$ cat config.mk
export PLATFORM = sky130hd
export DESIGN_NAME = vector_add_unit
export DESIGN_NICKNAME = d
export VERILOG_FILES = /design/src/verilog/vector_unit_pkg.sv /design/src/verilog/adder_overflow_handler.sv /design/src/verilog/vector_add_unit.sv /design/src/verilog/vector_adder.sv
export VERILOG_INCLUDE_DIRS = /design/src /design/src/include
export SDC_FILE = /design/constraint.sdc
export NUM_CORES = 1
export LEC_CHECK = 0
export BUFFER_PORTS_ARGS = -buffer_cell sky130_fd_sc_hd__buf_2
export CELL_PAD_IN_SITES_DETAIL_PLACEMENT = 1
export CELL_PAD_IN_SITES_GLOBAL_PLACEMENT = 2
export CORE_MARGIN = 2
export CORE_UTILIZATION = 36
export CTS_BUF_LIST = sky130_fd_sc_hd__clkbuf_16
export CTS_CLUSTER_SIZE = 40
export DETAILED_ROUTE_END_ITERATION = 12
export PLACE_DENSITY_LB_ADDON = 0.1
export SLEW_MARGIN = 20
export SYNTH_ARGS = -nofsm -noshare
export SYNTH_HDL_FRONTEND = slang
export SYNTH_SLANG_ARGS = --single-unit
$ cat constraint.sdc
create_clock -name clk_i -period 5.98 [get_ports clk_i]
set_input_delay 0.299 -clock clk_i [delete_from_list [all_inputs] [get_ports clk_i]]
set_output_delay 0.299 -clock clk_i [all_outputs]
set_load 0.02 [all_outputs]
$ cat src/include/vector_unit_cfg.svh
// Vector unit configuration

`ifndef VECTOR_UNIT_CFG_SVH
`define VECTOR_UNIT_CFG_SVH

// ---------------------------------------------------------------------------
// Word geometry
// ---------------------------------------------------------------------------

// Width of one packed operand word as seen by the core
`define VU_DATA_WIDTH 32

// ---------------------------------------------------------------------------
// Lane geometry
// ---------------------------------------------------------------------------

// Element width in byte mode
`define VU_BYTE_WIDTH 8

// Element width in half mode
`define VU_HALF_WIDTH 16

// Number of independent lanes in byte mode
`define VU_BYTE_LANES 4

// Number of independent lanes in half mode
`define VU_HALF_LANES 2

// The carry vector always has one bit per byte position
// and half lanes reuse the odd positions for their extended bit

`endif

$ cat src/verilog/vector_unit_pkg.sv
// Vector add unit types

`include "vector_unit_cfg.svh"

package vector_unit_pkg;

    // -----------------------------------------------------------------------
    // Data types
    // -----------------------------------------------------------------------

    // One packed word holding either byte or half lanes
    typedef logic [`VU_DATA_WIDTH-1:0] vector_t;

    // One extended bit per byte position of the word
    // In half mode only the odd positions are meaningful
    typedef logic [`VU_BYTE_LANES-1:0] carry_t;

    // A single byte lane
    typedef logic [`VU_BYTE_WIDTH-1:0] byte_t;

    // A single half lane
    typedef logic [`VU_HALF_WIDTH-1:0] half_t;

    // Number of byte segments that make up one half lane
    localparam int BYTES_PER_HALF = `VU_HALF_WIDTH / `VU_BYTE_WIDTH;

    // -----------------------------------------------------------------------
    // Element size
    // -----------------------------------------------------------------------

    typedef logic esize_t;

    // Four lanes of 8 bits
    localparam esize_t ESIZE_BYTE = 1'b0;
    // Two lanes of 16 bits
    localparam esize_t ESIZE_HALF = 1'b1;

    // -----------------------------------------------------------------------
    // Operation select
    // -----------------------------------------------------------------------

    typedef logic [1:0] addop_t;

    // Plain modular lane sum
    localparam addop_t ADD_WRAP  = 2'd0;
    // Extended lane sum shifted right by one
    localparam addop_t ADD_HALVE = 2'd1;
    // Lane sum clamped to the lane range
    localparam addop_t ADD_SAT   = 2'd2;
    // Code 3 is reserved and must never be issued

endpackage : vector_unit_pkg
$ cat src/verilog/adder_overflow_handler.sv
// Vector add result finishing

`timescale 1ns/1ps

`include "vector_unit_cfg.svh"

module adder_overflow_handler import vector_unit_pkg::*; (
    // Lane sums and their extended bits from the adder
    input  vector_t vadd_result_i,
    input  carry_t  carry_i,

    // Lane layout of the word
    input  esize_t  element_size_i,

    // How each lane is finished and whether lanes are signed
    input  addop_t  operation_i,
    input  logic    signed_operation_i,

    // Finished word
    output vector_t result_o,

    // Set when any lane saturated
    output logic    overflow_flag_o
);

    // Clamp values of a signed lane
    localparam byte_t BYTE_POS_MAX = {1'b0, {(`VU_BYTE_WIDTH-1){1'b1}}};
    localparam byte_t BYTE_NEG_MAX = {1'b1, {(`VU_BYTE_WIDTH-1){1'b0}}};
    localparam half_t HALF_POS_MAX = {1'b0, {(`VU_HALF_WIDTH-1){1'b1}}};
    localparam half_t HALF_NEG_MAX = {1'b1, {(`VU_HALF_WIDTH-1){1'b0}}};

    // ---------------------------------------------------------------------------
    // Byte lanes
    // ---------------------------------------------------------------------------

    vector_t byte_halved;
    vector_t byte_saturated;
    logic    byte_overflow;

    always_comb begin : byte_lanes
        byte_t lane;
        byte_t clamp;
        logic  ext;
        logic  lane_ovf;

        byte_halved    = '0;
        byte_saturated = '0;
        byte_overflow  = 1'b0;

        for (int i = 0; i < `VU_BYTE_LANES; i++) begin
            lane = vadd_result_i[i*`VU_BYTE_WIDTH +: `VU_BYTE_WIDTH];
            ext  = carry_i[i];

            // Extended bit on top of the upper lane bits is the extended sum
            // shifted right by one, which floors the average in both modes
            byte_halved[i*`VU_BYTE_WIDTH +: `VU_BYTE_WIDTH] = {ext, lane[`VU_BYTE_WIDTH-1:1]};

            if (signed_operation_i) begin
                // The true sign differs from the stored top bit on overflow
                lane_ovf = ext ^ lane[`VU_BYTE_WIDTH-1];
                clamp    = ext ? BYTE_NEG_MAX : BYTE_POS_MAX;
            end else begin
                // Any carry out means the sum passed the lane maximum
                lane_ovf = ext;
                clamp    = '1;
            end

            byte_saturated[i*`VU_BYTE_WIDTH +: `VU_BYTE_WIDTH] = lane_ovf ? clamp : lane;

            // Every lane contributes to the flag
            byte_overflow = byte_overflow | lane_ovf;
        end
    end : byte_lanes

    // ---------------------------------------------------------------------------
    // Half lanes
    // ---------------------------------------------------------------------------

    vector_t half_halved;
    vector_t half_saturated;
    logic    half_overflow;

    always_comb begin : half_lanes
        half_t lane;
        half_t clamp;
        logic  ext;
        logic  lane_ovf;

        half_halved    = '0;
        half_saturated = '0;
        half_overflow  = 1'b0;

        for (int i = 0; i < `VU_HALF_LANES; i++) begin
            lane = vadd_result_i[i*`VU_HALF_WIDTH +: `VU_HALF_WIDTH];
            // Half lanes keep their extended bit at the upper byte position
            ext  = carry_i[(i+1)*BYTES_PER_HALF-1];

            half_halved[i*`VU_HALF_WIDTH +: `VU_HALF_WIDTH] = {ext, lane[`VU_HALF_WIDTH-1:1]};

            if (signed_operation_i) begin
                lane_ovf = ext ^ lane[`VU_HALF_WIDTH-1];
                clamp    = ext ? HALF_NEG_MAX : HALF_POS_MAX;
            end else begin
                lane_ovf = ext;
                clamp    = '1;
            end

            half_saturated[i*`VU_HALF_WIDTH +: `VU_HALF_WIDTH] = lane_ovf ? clamp : lane;
            half_overflow = half_overflow | lane_ovf;
        end
    end : half_lanes

    // ---------------------------------------------------------------------------
    // Result select
    // ---------------------------------------------------------------------------

    always_comb begin : result_select
        // Wrapping is the fallback and never flags
        result_o        = vadd_result_i;
        overflow_flag_o = 1'b0;

        case (operation_i)
            ADD_WRAP: begin
                result_o = vadd_result_i;
            end
            ADD_HALVE: begin
                result_o = (element_size_i == ESIZE_HALF) ? half_halved : byte_halved;
            end
            ADD_SAT: begin
                if (element_size_i == ESIZE_HALF) begin
                    result_o        = half_saturated;
                    overflow_flag_o = half_overflow;
                end else begin
                    result_o        = byte_saturated;
                    overflow_flag_o = byte_overflow;
                end
            end
            default: begin
                result_o = vadd_result_i;
            end
        endcase
    end : result_select

    // The reserved code would silently fall back to wrapping
    op_legal_a: assert final (operation_i !== 2'd3)
        else $error("adder_overflow_handler: reserved operation code issued");

endmodule : adder_overflow_handler

$ cat src/verilog/vector_add_unit.sv
// Packed SIMD add unit

`timescale 1ns/1ps

module vector_add_unit import vector_unit_pkg::*; (
    input  logic    clk_i,
    input  logic    reset_i,

    // Operation request, accepted on every cycle it is high
    input  logic    valid_i,
    input  vector_t a_i,
    input  vector_t b_i,
    input  esize_t  element_size_i,
    input  addop_t  operation_i,
    input  logic    signed_operation_i,

    // Drops the sticky saturation flag
    input  logic    clear_i,

    // Finished operation
    output logic    valid_o,
    output vector_t result_o,
    output logic    overflow_o,

    // Sticky saturation flag
    output logic    sat_flag_o
);

    // ---------------------------------------------------------------------------
    // Input stage
    // ---------------------------------------------------------------------------

    vector_t a_q;
    vector_t b_q;
    esize_t  es_q;
    addop_t  op_q;
    logic    sgn_q;
    logic    valid_q;

    // Operands are payload and only move when a request arrives
    always_ff @(posedge clk_i) begin
        if (valid_i) begin
            a_q <= a_i;
            b_q <= b_i;
        end
    end

    always_ff @(posedge clk_i) begin
        if (reset_i) begin
            es_q    <= ESIZE_BYTE;
            op_q    <= ADD_WRAP;
            sgn_q   <= 1'b0;
            valid_q <= 1'b0;
        end else begin
            valid_q <= valid_i;
            if (valid_i) begin
                es_q  <= element_size_i;
                op_q  <= operation_i;
                sgn_q <= signed_operation_i;
            end
        end
    end

    // ---------------------------------------------------------------------------
    // Datapath
    // ---------------------------------------------------------------------------

    vector_t lane_sum;
    carry_t  lane_carry;
    vector_t finished;
    logic    finished_ovf;

    vector_adder u_adder (
        .a_i                (a_q),
        .b_i                (b_q),
        .element_size_i     (es_q),
        .signed_operation_i (sgn_q),
        .sum_o              (lane_sum),
        .carry_o            (lane_carry)
    );

    adder_overflow_handler u_ovf (
        .vadd_result_i      (lane_sum),
        .carry_i            (lane_carry),
        .element_size_i     (es_q),
        .operation_i        (op_q),
        .signed_operation_i (sgn_q),
        .result_o           (finished),
        .overflow_flag_o    (finished_ovf)
    );

    // ---------------------------------------------------------------------------
    // Output stage and sticky flag
    // ---------------------------------------------------------------------------

    always_ff @(posedge clk_i) begin
        if (reset_i) begin
            valid_o    <= 1'b0;
            result_o   <= '0;
            overflow_o <= 1'b0;
            sat_flag_o <= 1'b0;
        end else begin
            valid_o <= valid_q;
            // Result and flag hold their last values through idle cycles
            if (valid_q) begin
                result_o   <= finished;
                overflow_o <= finished_ovf;
            end
            // A new overflow beats a clear on the same edge
            if (valid_q && finished_ovf) begin
                sat_flag_o <= 1'b1;
            end else if (clear_i) begin
                sat_flag_o <= 1'b0;
            end
        end
    end

    // A request captured on one edge is presented on the next one
    valid_latency_a: assert property (@(posedge clk_i) disable iff (reset_i)
        (!$past(reset_i, 1) && !$past(reset_i, 2)) |-> (valid_o == $past(valid_i, 2)));

    // A fresh overflow needs a saturating operation and idle cycles only hold it
    ovf_source_a: assert property (@(posedge clk_i) disable iff (reset_i)
        overflow_o |-> (valid_o ? $past(op_q == ADD_SAT) : $stable(overflow_o)));

endmodule : vector_add_unit

$ cat src/verilog/vector_adder.sv
// Lane segmented vector adder

`timescale 1ns/1ps

`include "vector_unit_cfg.svh"

module vector_adder import vector_unit_pkg::*; (
    // Packed operands
    input  vector_t a_i,
    input  vector_t b_i,

    // Lane layout and signedness of the operands
    input  esize_t  element_size_i,
    input  logic    signed_operation_i,

    // Lane sums without their extended bit
    output vector_t sum_o,

    // Extended top bit of each lane sum
    output carry_t  carry_o
);

    // ---------------------------------------------------------------------------
    // Lane boundary map
    // ---------------------------------------------------------------------------

    // A set bit marks a byte segment that closes a lane
    // In byte mode every segment closes a lane
    // In half mode only the top byte of each half does
    carry_t lane_end;

    always_comb begin : lane_boundary
        for (int i = 0; i < `VU_BYTE_LANES; i++) begin
            if (element_size_i == ESIZE_HALF) begin
                lane_end[i] = ((i + 1) % BYTES_PER_HALF) == 0;
            end else begin
                lane_end[i] = 1'b1;
            end
        end
    end : lane_boundary

    // ---------------------------------------------------------------------------
    // Segmented addition
    // ---------------------------------------------------------------------------

    // The word is added one byte segment at a time
    // A segment passes its carry to the next one only when both belong
    // to the same lane, so nothing ever crosses a lane boundary
    always_comb begin : segmented_add
        logic [`VU_BYTE_WIDTH:0] seg_sum;
        logic                    seg_cin;
        logic                    ext_a;
        logic                    ext_b;

        sum_o   = '0;
        carry_o = '0;
        seg_cin = 1'b0;

        for (int i = 0; i < `VU_BYTE_LANES; i++) begin
            // Raw unsigned sum of this segment including the incoming carry
            seg_sum = {1'b0, a_i[i*`VU_BYTE_WIDTH +: `VU_BYTE_WIDTH]}
                    + {1'b0, b_i[i*`VU_BYTE_WIDTH +: `VU_BYTE_WIDTH]}
                    + {{`VU_BYTE_WIDTH{1'b0}}, seg_cin};

            sum_o[i*`VU_BYTE_WIDTH +: `VU_BYTE_WIDTH] = seg_sum[`VU_BYTE_WIDTH-1:0];

            // Extension bits of each operand at this segment
            // Signed lanes replicate the top bit and unsigned lanes pad with zero
            ext_a = signed_operation_i & a_i[(i+1)*`VU_BYTE_WIDTH-1];
            ext_b = signed_operation_i & b_i[(i+1)*`VU_BYTE_WIDTH-1];

            if (lane_end[i]) begin
                // The extended bit is the sum of both extension bits and the
                // raw carry out, taken modulo two
                carry_o[i] = ext_a ^ ext_b ^ seg_sum[`VU_BYTE_WIDTH];
                seg_cin    = 1'b0;
            end else begin
                // Inner byte boundary of a half lane keeps its carry local
                carry_o[i] = 1'b0;
                seg_cin    = seg_sum[`VU_BYTE_WIDTH];
            end
        end
    end : segmented_add

    // ---------------------------------------------------------------------------
    // Checks
    // ---------------------------------------------------------------------------

    // Once real operands are present the lane layout must be known,
    // otherwise every lane boundary above is undefined
    esize_known_a: assert final ($isunknown({a_i, b_i}) || !$isunknown(element_size_i))
        else $error("vector_adder: element size is unknown with valid operands");

endmodule : vector_adder

; ---- After elaboration in Yosys (flattened, before gate mapping)
; Index checks and enable logic that the tools add are counted.
[classes]
n_addsub = 6
magnitude_cmp = 0
n_reduce_logical = 2
n_mul = 0
n_shift = 0
n_div = 0
n_eq_ne = 2
n_mux = 33
bitwise_logic = 24
[ops]
columns = operator, count
row1 = $mux 16, 6
row2 = $mux 8, 12
row3 = $pmux 32 s2, 1
row4 = $add 8x8->9, 4
row5 = $mux 32, 1
row6 = $mux 24, 1
row7 = $add 9x1->9, 2
row8 = $mux 1, 12
row9 = $xor 1x1->1, 12
row10 = $and 1x1->1, 8
row11 = $or 1x1->1, 4
row12 = $eq 2x1->1 const B, 1
row13 = $eq 2x2->1 const B, 1
row14 = $reduce_bool 2->1, 1
row15 = $logic_and 1x1->1, 1
[totals]
latchBits = 0
out_inout_bits = 35
mem_bits_ro = 0
in_bits = 72
elab_cells = 77
mem_count = 0
register_bits = 104
ram_bits = 0

; ---- Depth between registers and ports, before layout
; Gate-level depths: netlist of run 1.
[depth]
depth_word = 13
depth_mapped = 18

; ---- Cells and area by module
; From an unflattened synthesis of run 1, not the netlist that was laid out.
[hier_totals]
hier_cells = 571
hier_area_um2 = 6014.5
[modules_own_cells]
columns = mod, cells_each, area_per_inst_um2, instances, seq_area_each_um2
row1 = vector_add_unit, 192, 3349.5, 1, 2722.6
row2 = vector_adder, 162, 1346.3, 1, 0.0
row3 = adder_overflow_handler, 217, 1318.8, 1, 0.0

; ---- Least setup slack after synthesis of run 1
; OpenSTA, ideal clock, no wires.
[synth_path]
path_kind = reg2reg
startpoint = register a_q[16]
endpoint = register result_o[17]
stages_incl_launch_ff = 19
arrival_time_ns = 4.205
path_buffers = 0
slack_ns = 1.689
required_ns = 5.894
path_cell_list = edfxtp_1 -> ha_1 -> inv_1 -> fa_1 -> and2b_1 -> o2111a_1 -> o21ai_1 -> a21oi_2 -> nand2_1 -> fa_1 -> fa_1 -> nand2b_1 -> a21oi_1 -> or4_1 -> nand4_1 -> a21o_1 -> and2_4 -> a211o_1 -> a211oi_1
[synth_between]
elab_chain_len = 9
word_cells_on_any_way = 19
[synth_lines]
columns = item, line
row1 = from (decl), vector_add_unit.sv:33  ; vector_t a_q;
row2 = from (signal assigned), vector_add_unit.sv:43  ; a_q <= a_i;
row3 = $add 8x8->9 *, vector_adder.sv:61  ; seg_sum = {1'b0, a_i[i*`VU_BYTE_WIDTH +: `VU_BYTE_WIDTH]}
row4 = $mux 1, vector_adder.sv:72  ; if (lane_end[i]) begin
row5 = $add 9x1->9, vector_adder.sv:61
row6 = $xor 1x1->1, vector_adder.sv:75  ; carry_o[i] = ext_a ^ ext_b ^ seg_sum[`VU_BYTE_WIDTH];
row7 = $mux 16 or $xor 1x1->1 (tied branches), "adder_overflow_handler.sv:102, adder_overflow_handler.sv:101"
row8 = $mux 16 or $mux 1 (tied branches), adder_overflow_handler.sv:100  ; if (signed_operation_i) begin
row9 = $mux 16, adder_overflow_handler.sv:108  ; half_saturated[i*`VU_HALF_WIDTH +: `VU_HALF_WIDTH] = lane_ovf ? clamp : lane;
row10 = $mux 32, adder_overflow_handler.sv:130  ; if (element_size_i == ESIZE_HALF) begin
row11 = $pmux 32 s2 *, adder_overflow_handler.sv:122  ; case (operation_i)
row12 = to (signal assigned), vector_add_unit.sv:106  ; result_o <= finished;
row13 = to (decl), vector_add_unit.sv:22  ; output vector_t result_o,
; Every way passes the cells marked *; elsewhere a longest branch is shown, timed or not.
; A chain may end at the register's enable or synchronous reset.

; ---- Worst setup path after layout of run 1
[layout_path]
startpoint = register b_q[16]
endpoint = register result_o[28]
[layout_between]
elab_chain_len = 9
word_cells_on_any_way = 14
[layout_lines]
columns = item, line
row1 = from (decl), vector_add_unit.sv:34  ; vector_t b_q;
row2 = from (signal assigned), vector_add_unit.sv:44  ; b_q <= b_i;
row3 = $add 8x8->9 *, vector_adder.sv:61
row4 = $mux 1 *, vector_adder.sv:72
row5 = $add 9x1->9 *, vector_adder.sv:61
row6 = $xor 1x1->1, vector_adder.sv:75
row7 = $mux 8 (tied with other cells), adder_overflow_handler.sv:61  ; clamp = ext ? BYTE_NEG_MAX : BYTE_POS_MAX;
row8 = $mux 8 (tied with other cells), adder_overflow_handler.sv:58  ; if (signed_operation_i) begin
row9 = $mux 8 or $mux 16 (tied branches), "adder_overflow_handler.sv:68, adder_overflow_handler.sv:108"
row10 = $mux 32, adder_overflow_handler.sv:130
row11 = $pmux 32 s2 *, adder_overflow_handler.sv:122
; Marked as above.

==> results of run 1 <==
routing by layer:
layer / global-route usage, % / up-vias / part of all wire (%)
met1: 24.4 / 2742 / 45
met2: 34.1 / 103 / 50
met3: 3.22 / 22 / 2.9
li1: - / 2707 / -
met5: 0 / - / 0
met4: 5.91 / 0 / 1.8
power groups by stage:
stage                     sequential, uW  combinational [uW]  clock [uW]
final                                858                 679         624
after global routing                 865                 756         670
after CTS                            859                 684         646
after detailed placement             875                 680           0
after global placement               873                 668           0
after floorplan                      892                 461           0
stage by stage:
stage / hold WS [ns] / instances
3_5_place_dp: 0.460 / 979
6_report: 0.109 / 995
4_1_cts: 0.0947 / 995
3_3_place_gp: 0.461 / 979
2_1_floorplan: 0.398 / 661
5_1_grt: 0.0958 / 995
flip-flops by register name, summed over array words and instances (netlist names):
register    cells
a_q            32
b_q            32
result_o       32
op_q            2
es_q            1
overflow_o      1
sat_flag_o      1
sgn_q           1
valid_o         1
valid_q         1
worst min path at each step:
stage | endpoint | slack [ns] | cells past startpoint
final | b_q[26] | 0.11 | 1
after global routing | b_q[26] | 0.1 | 1
after CTS | b_q[5] | 0.09 | 1
after detailed placement | result_o[11] | 0.46 | 1
after global placement | result_o[11] | 0.46 | 1
after floorplan | a_q[0] | 0.40 | 0
Yosys cell counts (11+ instances only):
| cell type | n | share of area, % |
|---|---|---|
| o21a_1 | 12 | 1.4 |
| a21oi_1 | 29 | 2.2 |
| nand2_1 | 39 | 2.3 |
| clkbuf_1 | 14 | 0.81 |
| edfxtp_1 | 64 | 30 |
| o21ai_0 | 38 | 2.9 |
| xnor2_1 | 16 | 2.2 |
| nor2_1 | 70 | 4.0 |
| ha_1 | 32 | 6.2 |
| xor2_1 | 11 | 1.5 |
| dfxtp_1 | 40 | 12 |
| o211ai_1 | 12 | 1.4 |
| nor3_1 | 19 | 1.5 |
| inv_1 | 35 | 2.0 |
| a211oi_1 | 17 | 2.0 |
critical path, cell delays in order (launching register included):
cell      delay, ns
edfxtp_1       0.33
ha_1           0.17
inv_1          0.06
fa_1           0.39
and2b_1        0.25
o2111a_1       0.23
o21ai_1        0.14
a21oi_2        0.44
nand2_1        0.17
fa_1           0.43
fa_1           0.41
nand2b_1       0.19
a21oi_1        0.18
o211a_1        0.18
nor3_1         0.05
o22a_1         0.29
nor2_1         0.43
a22oi_1        0.17
a311oi_1       0.30
cell families (layout without fill, tap and decap cells):
family / after synthesis / count (layout) / synth area share [%]
AOI/OAI and AO/OA: 214 / 214 / 24.0
and+or+nand+nor: 211 / 211 / 16.9
DFF: 104 / 104 / 41.9
buffers and inverters: 59 / 164 / 3.96
adders and majority gates: 38 / 38 / 8.00
xor gates and xnor gates: 29 / 29 / 4.33
muxes: 6 / 6 / 0.924
area by class of cell:
| cell class | count | share of cell area, % |
|---|---|---|
| Inverter | 36 | 1.79 |
| Multi-Input combinational cell | 498 | 46.6 |
| Clock inverter | 6 | 0.861 |
| Sequential cell | 104 | 36.0 |
| Clock buffer | 10 | 3.31 |
| Tap cell | 229 | 3.79 |
| Timing Repair Buffer | 112 | 7.62 |
==> results by group, run 1 <==
STA
  – Setup TNS: 0 ns
  – Clock period minus final worst setup slack: 4.91 ns
  – RSZ-0062 raised after global routing: no
  – Worst Tran Pin Value: 0.908 ns
  – Hold Fails Final Rpt: 0
  – Clk_skew: 0.0142 ns
  – Slew Viols, Final: 0
  – Max Clk Rate: 204 MHz
  – Final setup violating endpoints: 0
  – Final period util: 82.1%
  – Slew HR: 39.4%
  – Setup ws final: 1.07 ns

Placed design
  – Placer Congestion: 0.812
  – DP Wirelength: 14100 um
  – Dpl ws: 1.08 ns
  – DP Area: 7240 sq um
  – Number of buffers added on ports: 106

Global routing
  – Largest net degree at the start of global routing: 70
  – GR Overflow Total: 0
  – Vias in the first global route: 5844
  – Total global-route track usage: 19.4%
  – Antenna violations before repair: 0
  – First-pass GRT wire length: 30200 um

Min path
  – Worst Min Path Start: b_i[26]
  – Min-delay worst type: in -> reg

Detailed routing
  – Via count: 5574
  – ANT nets after route: 0
  – DR vias/cell: 5.60
  – Routed wire length: 18500 um
  – Drc violations: 0
  – Initial DRC Count: 274
  – DR pass1 iterations: 4
  – Routed len/inst: 18.6 um

Logic synthesis
  – Top_reg_cell synth: edfxtp_1
  – Seq cells post-synth: 104
  – Syn Inst Count: 661
  – Cell Area, Synth: 6500 sq um
  – Net Count, Synth: 771
  – Synthesis warning total: 0
  – EDFF count, synth: 64
  – Post-synthesis sequential area ratio: 41.9%
  – Post-synth cell types: 89
  – Syn Area/Cell: 9.84 sq um
  – Share of flip-flops with an asynchronous set or reset: 0%

Layout
  – Multi-input logic area: 3520 sq um
  – Final #Nets: 871
  – Most frequent cells in the layout: buf_2 (106), nor2_1 (70), edfxtp_1 (64)
  – Post-layout utilization of the core: 42.4%
  – Most common cell after layout, fill and taps aside: buf_2
  – Synth-to-layout area growth: 16.2%
  – N_diodes: 0
  – Design Area, Final: 7560 sq um
  – Reg area: 2720 sq um
  – Fraction of layout cells with a size suffix above 1: 21.1%
  – Fillers: 2044

Power
  – Comb pwr share: 31.4%
  – Proportion of power drawn by flip-flops and latches: 39.7%
  – Sw Share: 34.9%
  – Clock power share: 28.9%
  – Pwr per Cell Area: 286 nW/um^2
  – Max rail drop VDD: 0.000153 V
  – Tot Pwr: 2160 uW
  – Pleak: 0.00309 uW
  – Internal power: 1410 uW
  – NetSw: 754 uW

Clock network
  – Root Driver: clkbuf_16
  – Htree depth: 3
  – Longest Clk Path Bufs: 2
  – Post-CTS setup buffer count: 0
  – CTS tree: built
  – Reg clk slew, reported paths: 0.08 ns
  – Clock buffer count from CTS: 9
  – CTS Hold Buffers Added: 0
  – Post-cts sizing count: 0
  – Skew-Pair Late Insertion Delay: 0.36 ns
  – Clk sink count: 104

Critical path
  – WP data required: 6.24 ns
  – Reg2Reg Launch Point: b_q[16]
  – CP Launch Point: b_q[16]
  – CP max FO: 10
  – Worst endpoint data arrival time: 5.17 ns
  – Worst setup path end: result_o[28]
  – CP Launch Type: register
  – Worst Reg-to-Reg Cells: 18
  – Crit Path Class: reg -> reg
  – Reg2reg setup slack: 1.07 ns
  – Worst R2R End: result_o[28]
  – Worst Setup End Kind: register

Floorplan
  – DIE WIDTH: 138 um
  – Num ports: 107
  – Core ar.: 17800 sq um
  – Initial cell density of the core: 36.4%
  – Die Area: 19200 sq um
  – Std cell rows: 49
  – Die height: 138 um

Run status
  – Status: completed

Flow run
  – Max cap viols: 0
Note: power is estimated with default switching activity, not from simulation.
==> run 2, diff against run 1 <==
--- a/config.mk
+++ b/config.mk
@@ -10,7 +10,7 @@
 export CELL_PAD_IN_SITES_DETAIL_PLACEMENT = 1
 export CELL_PAD_IN_SITES_GLOBAL_PLACEMENT = 2
 export CORE_MARGIN = 2
-export CORE_UTILIZATION = 36
+export CORE_UTILIZATION = 32
 export CTS_BUF_LIST = sky130_fd_sc_hd__clkbuf_16
 export CTS_CLUSTER_SIZE = 40
 export DETAILED_ROUTE_END_ITERATION = 12
==> constraint.sdc (replaced) <==
create_clock -name clk_i -period 4.2 [get_ports clk_i]
set_input_delay 0.21 -clock clk_i [delete_from_list [all_inputs] [get_ports clk_i]]
set_output_delay 0.21 -clock clk_i [all_outputs]
set_load 0.02 [all_outputs]
==> results by group, run 2 (synthesized netlist as in run 1, its figures left out) <==
Critical path
  – Worst Setup End Kind: register
  – Reg2reg setup slack: 0.04 ns (-1.02 ns)
  – CP max FO: 5 (-5)
  – Top delay family on crit path: adder cells
  – Reg2Reg Launch Point: a_q[0]
  – WP data required: 4.46 ns (-1.78 ns)
  – CP dominant cell by count: fa_2
  – Crit Path Class: reg -> reg
  – Max incr delay on CP: 0.56 ns (+0.12 ns)
  – Worst Reg-to-Reg Cells: 17 (-1)
  – Slowest CP cell: or4_4
  – Buf+Inv Stages, Crit Path: 1 (unchanged)
  – Worst endpoint data arrival time: 4.42 ns (-0.75 ns)
  – Worst path cell trace: ha_2 > inv_2 > fa_2 > nor2b_4 > o31a_1 > o211a_1 > o21ai_2 > fa_2 > fa_2 > nor2b_4 > o2111ai_4 > a31o_1 > and3_4 > or4_4 > nand2_4 > o31ai_4 > a2111oi_4
  – CP Launch Type: register
  – Worst R2R End: result_o[4]

Placed design
  – Number of buffers added on ports: 106 (unchanged)
  – DP Wirelength: 14900 um (+5.6%)
  – DP Area: 7500 sq um (+3.6%)
  – Placer Congestion: 0.792 (-2.5%)
  – Placed insts: 1045 (+6.7%)

Floorplan
  – Num ports: 107 (unchanged)
  – DIE WIDTH: 147 um (+5.9%)
  – Initial cell density of the core: 32.3% (-4.1 points)
  – Core ar.: 20100 sq um (+13%)
  – Std cell rows: 52 (+6.1%)
  – Die Area: 21500 sq um (+12%)
  – Die height: 147 um (+5.9%)

Layout
  – Reg area: 2720 sq um (unchanged)
  – Final #Nets: 918 (+5.4%)
  – Post-layout utilization of the core: 41.2% (-1.2 points)
  – Synth-to-layout area growth: 27.2%
  – Most common cell after layout, fill and taps aside: buf_2
  – Leading registers by flop count: a_q (32), b_q (32), result_o (32)
  – Fillers: 2316 (+13%)
  – Fraction of layout cells with a size suffix above 1: 31.1% (+10 points)
  – Most frequent cells in the layout: buf_2 (106), nor2_1 (69), edfxtp_1 (64)
  – Fin cells: 1083 (+8.8%)
  – Design Area, Final: 8270 sq um (+9.5%)
  – N_diodes: 0 (unchanged)
  – Multi-input logic area: 3840 sq um (+9.2%)

Clock network
  – Root Driver: clkbuf_16
  – Longest Clk Path Bufs: 2 (unchanged)
  – Clk sink count: 104 (unchanged)
  – Reg clk slew, reported paths: 0.07 ns (about the same)
  – CTS tree: built
  – Clock buffer count from CTS: 9 (unchanged)
  – Htree depth: 3 (unchanged)
  – Skew-Pair Late Insertion Delay: 0.36 ns (about the same)

Global routing
  – Largest net degree at the start of global routing: 70 (unchanged)
  – First-pass GRT wire length: 32100 um (+6.3%)
  – Total global-route track usage: 18.8% (-0.56 points)
  – Antenna violations before repair: 0 (unchanged)
  – Vias in the first global route: 6007 (+2.8%)
  – GR Overflow Total: 0 (unchanged)

Power
  – Pwr per Cell Area: 389 nW/um^2 (+36%)
  – Pleak: 0.00335 uW (+8.6%)
  – Tot Pwr: 3220 uW (+49%)
  – Max rail drop VDD: 0.000186 V (+22%)

STA
  – Clock period minus final worst setup slack: 4.16 ns (-0.755 ns)
  – Slew HR: 37.7% (-1.7 points)
  – Slew Viols, Final: 0 (unchanged)
  – Max Clk Rate: 241 MHz (+18%)
  – Setup TNS: 0 ns (unchanged)
  – Final period util: 98.9% (+17 points)
  – Clk_skew: 0.00943 ns (-0.00478 ns)
  – RSZ-0062 raised after global routing: yes
  – Final setup violating endpoints: 0 (unchanged)
  – Hold Fails Final Rpt: 0 (unchanged)
  – Worst Tran Pin Value: 0.935 ns (+0.0261 ns)

Flow run
  – Max cap viols: 0 (unchanged)

Detailed routing
  – Drc violations: 0 (unchanged)
  – DR pass1 iterations: 4 (unchanged)
  – ANT nets after route: 0 (unchanged)
  – Routed len/inst: 18.7 um (+0.52%)
  – DR vias/cell: 5.29 (-5.6%)
  – Via count: 5726 (+2.7%)
  – Routed wire length: 20200 um (+9.4%)
  – Initial DRC Count: 214 (-22%)

Min path
  – Min-delay worst type: in -> reg
  – WHS Path Cells: 1 (unchanged)
  – Worst Min Path Start: b_i[27]
  – Min-Delay Endpoint: b_q[27]

Run status
  – Status: completed
-- run 2: changes by cell type in the layout (fill, tap and decap cells not counted), moves of 5 or more --
cell,delta
buf_4,+41
buf_6,+5
fa_1,-6
fa_2,+6
o21ai_0,-5
o21ai_2,+5
-- run 2: worst max-delay path by stage --
stage	start	endpoint	slack [ns]	cells after the start
2_1_floorplan	a_q[16]	result_o[17]	0.03	18
3_3_place_gp	a_q[16]	sat_flag_o	-0.05	20
3_5_place_dp	b_q[16]	result_o[20]	-0.16	18
4_1_cts	a_q[0]	result_o[3]	0.001	17
5_1_grt	a_q[0]	result_o[4]	-0.18	17
6_report	a_q[0]	result_o[4]	0.04	17
-- run 2: through the flow --
step / hold slack (ns) / setup WS, ns
CTS: 0.00595 / 0.00111
floorplan: 0.309 / 0.0307
finish: 0.0160 / 0.0450
detailed placement: 0.388 / -0.161
global route: 0.00381 / -0.179
global placement: 0.386 / -0.0501
-- run 2: per-layer routing --
metal / global-route usage, % / up-vias / share of wire (%) / wire length (um)
met5: 0 / - / 0 / 0
met4: 4.27 / 0 / 0.98 / 198
met3: 2.84 / 12 / 3.0 / 602
met2: 33.6 / 91 / 51 / 10200
met1: 24.1 / 2825 / 45 / 9170
li1: - / 2798 / - / -
-- run 2: what timing repair did --
item	in CTS	in global routing
hold buffers	0	0
buffers inserted	8	14
endpoints found under the hold margin	0	0
resized for setup	22	48
pin swaps	24	45
setup endpoints to repair	30	31
cloned	0	1
-- run 2: report_power, final --
part,switching [uW],internal [uW],total (uW)
combinational,675,478,1150
sequential,49.9,1170,1220
clock,387,454,841
total,1110,2110,3220
-- run 2: cell type report --
class                   instances  area share (%)
multi-input cells             498            46.5
flip-flops and latches        104            32.9
repair buffers                159            11.5
well taps                     270            4.08
clock buffers                   9            2.72
inverters                      36            1.63
clock inverters                 7           0.681
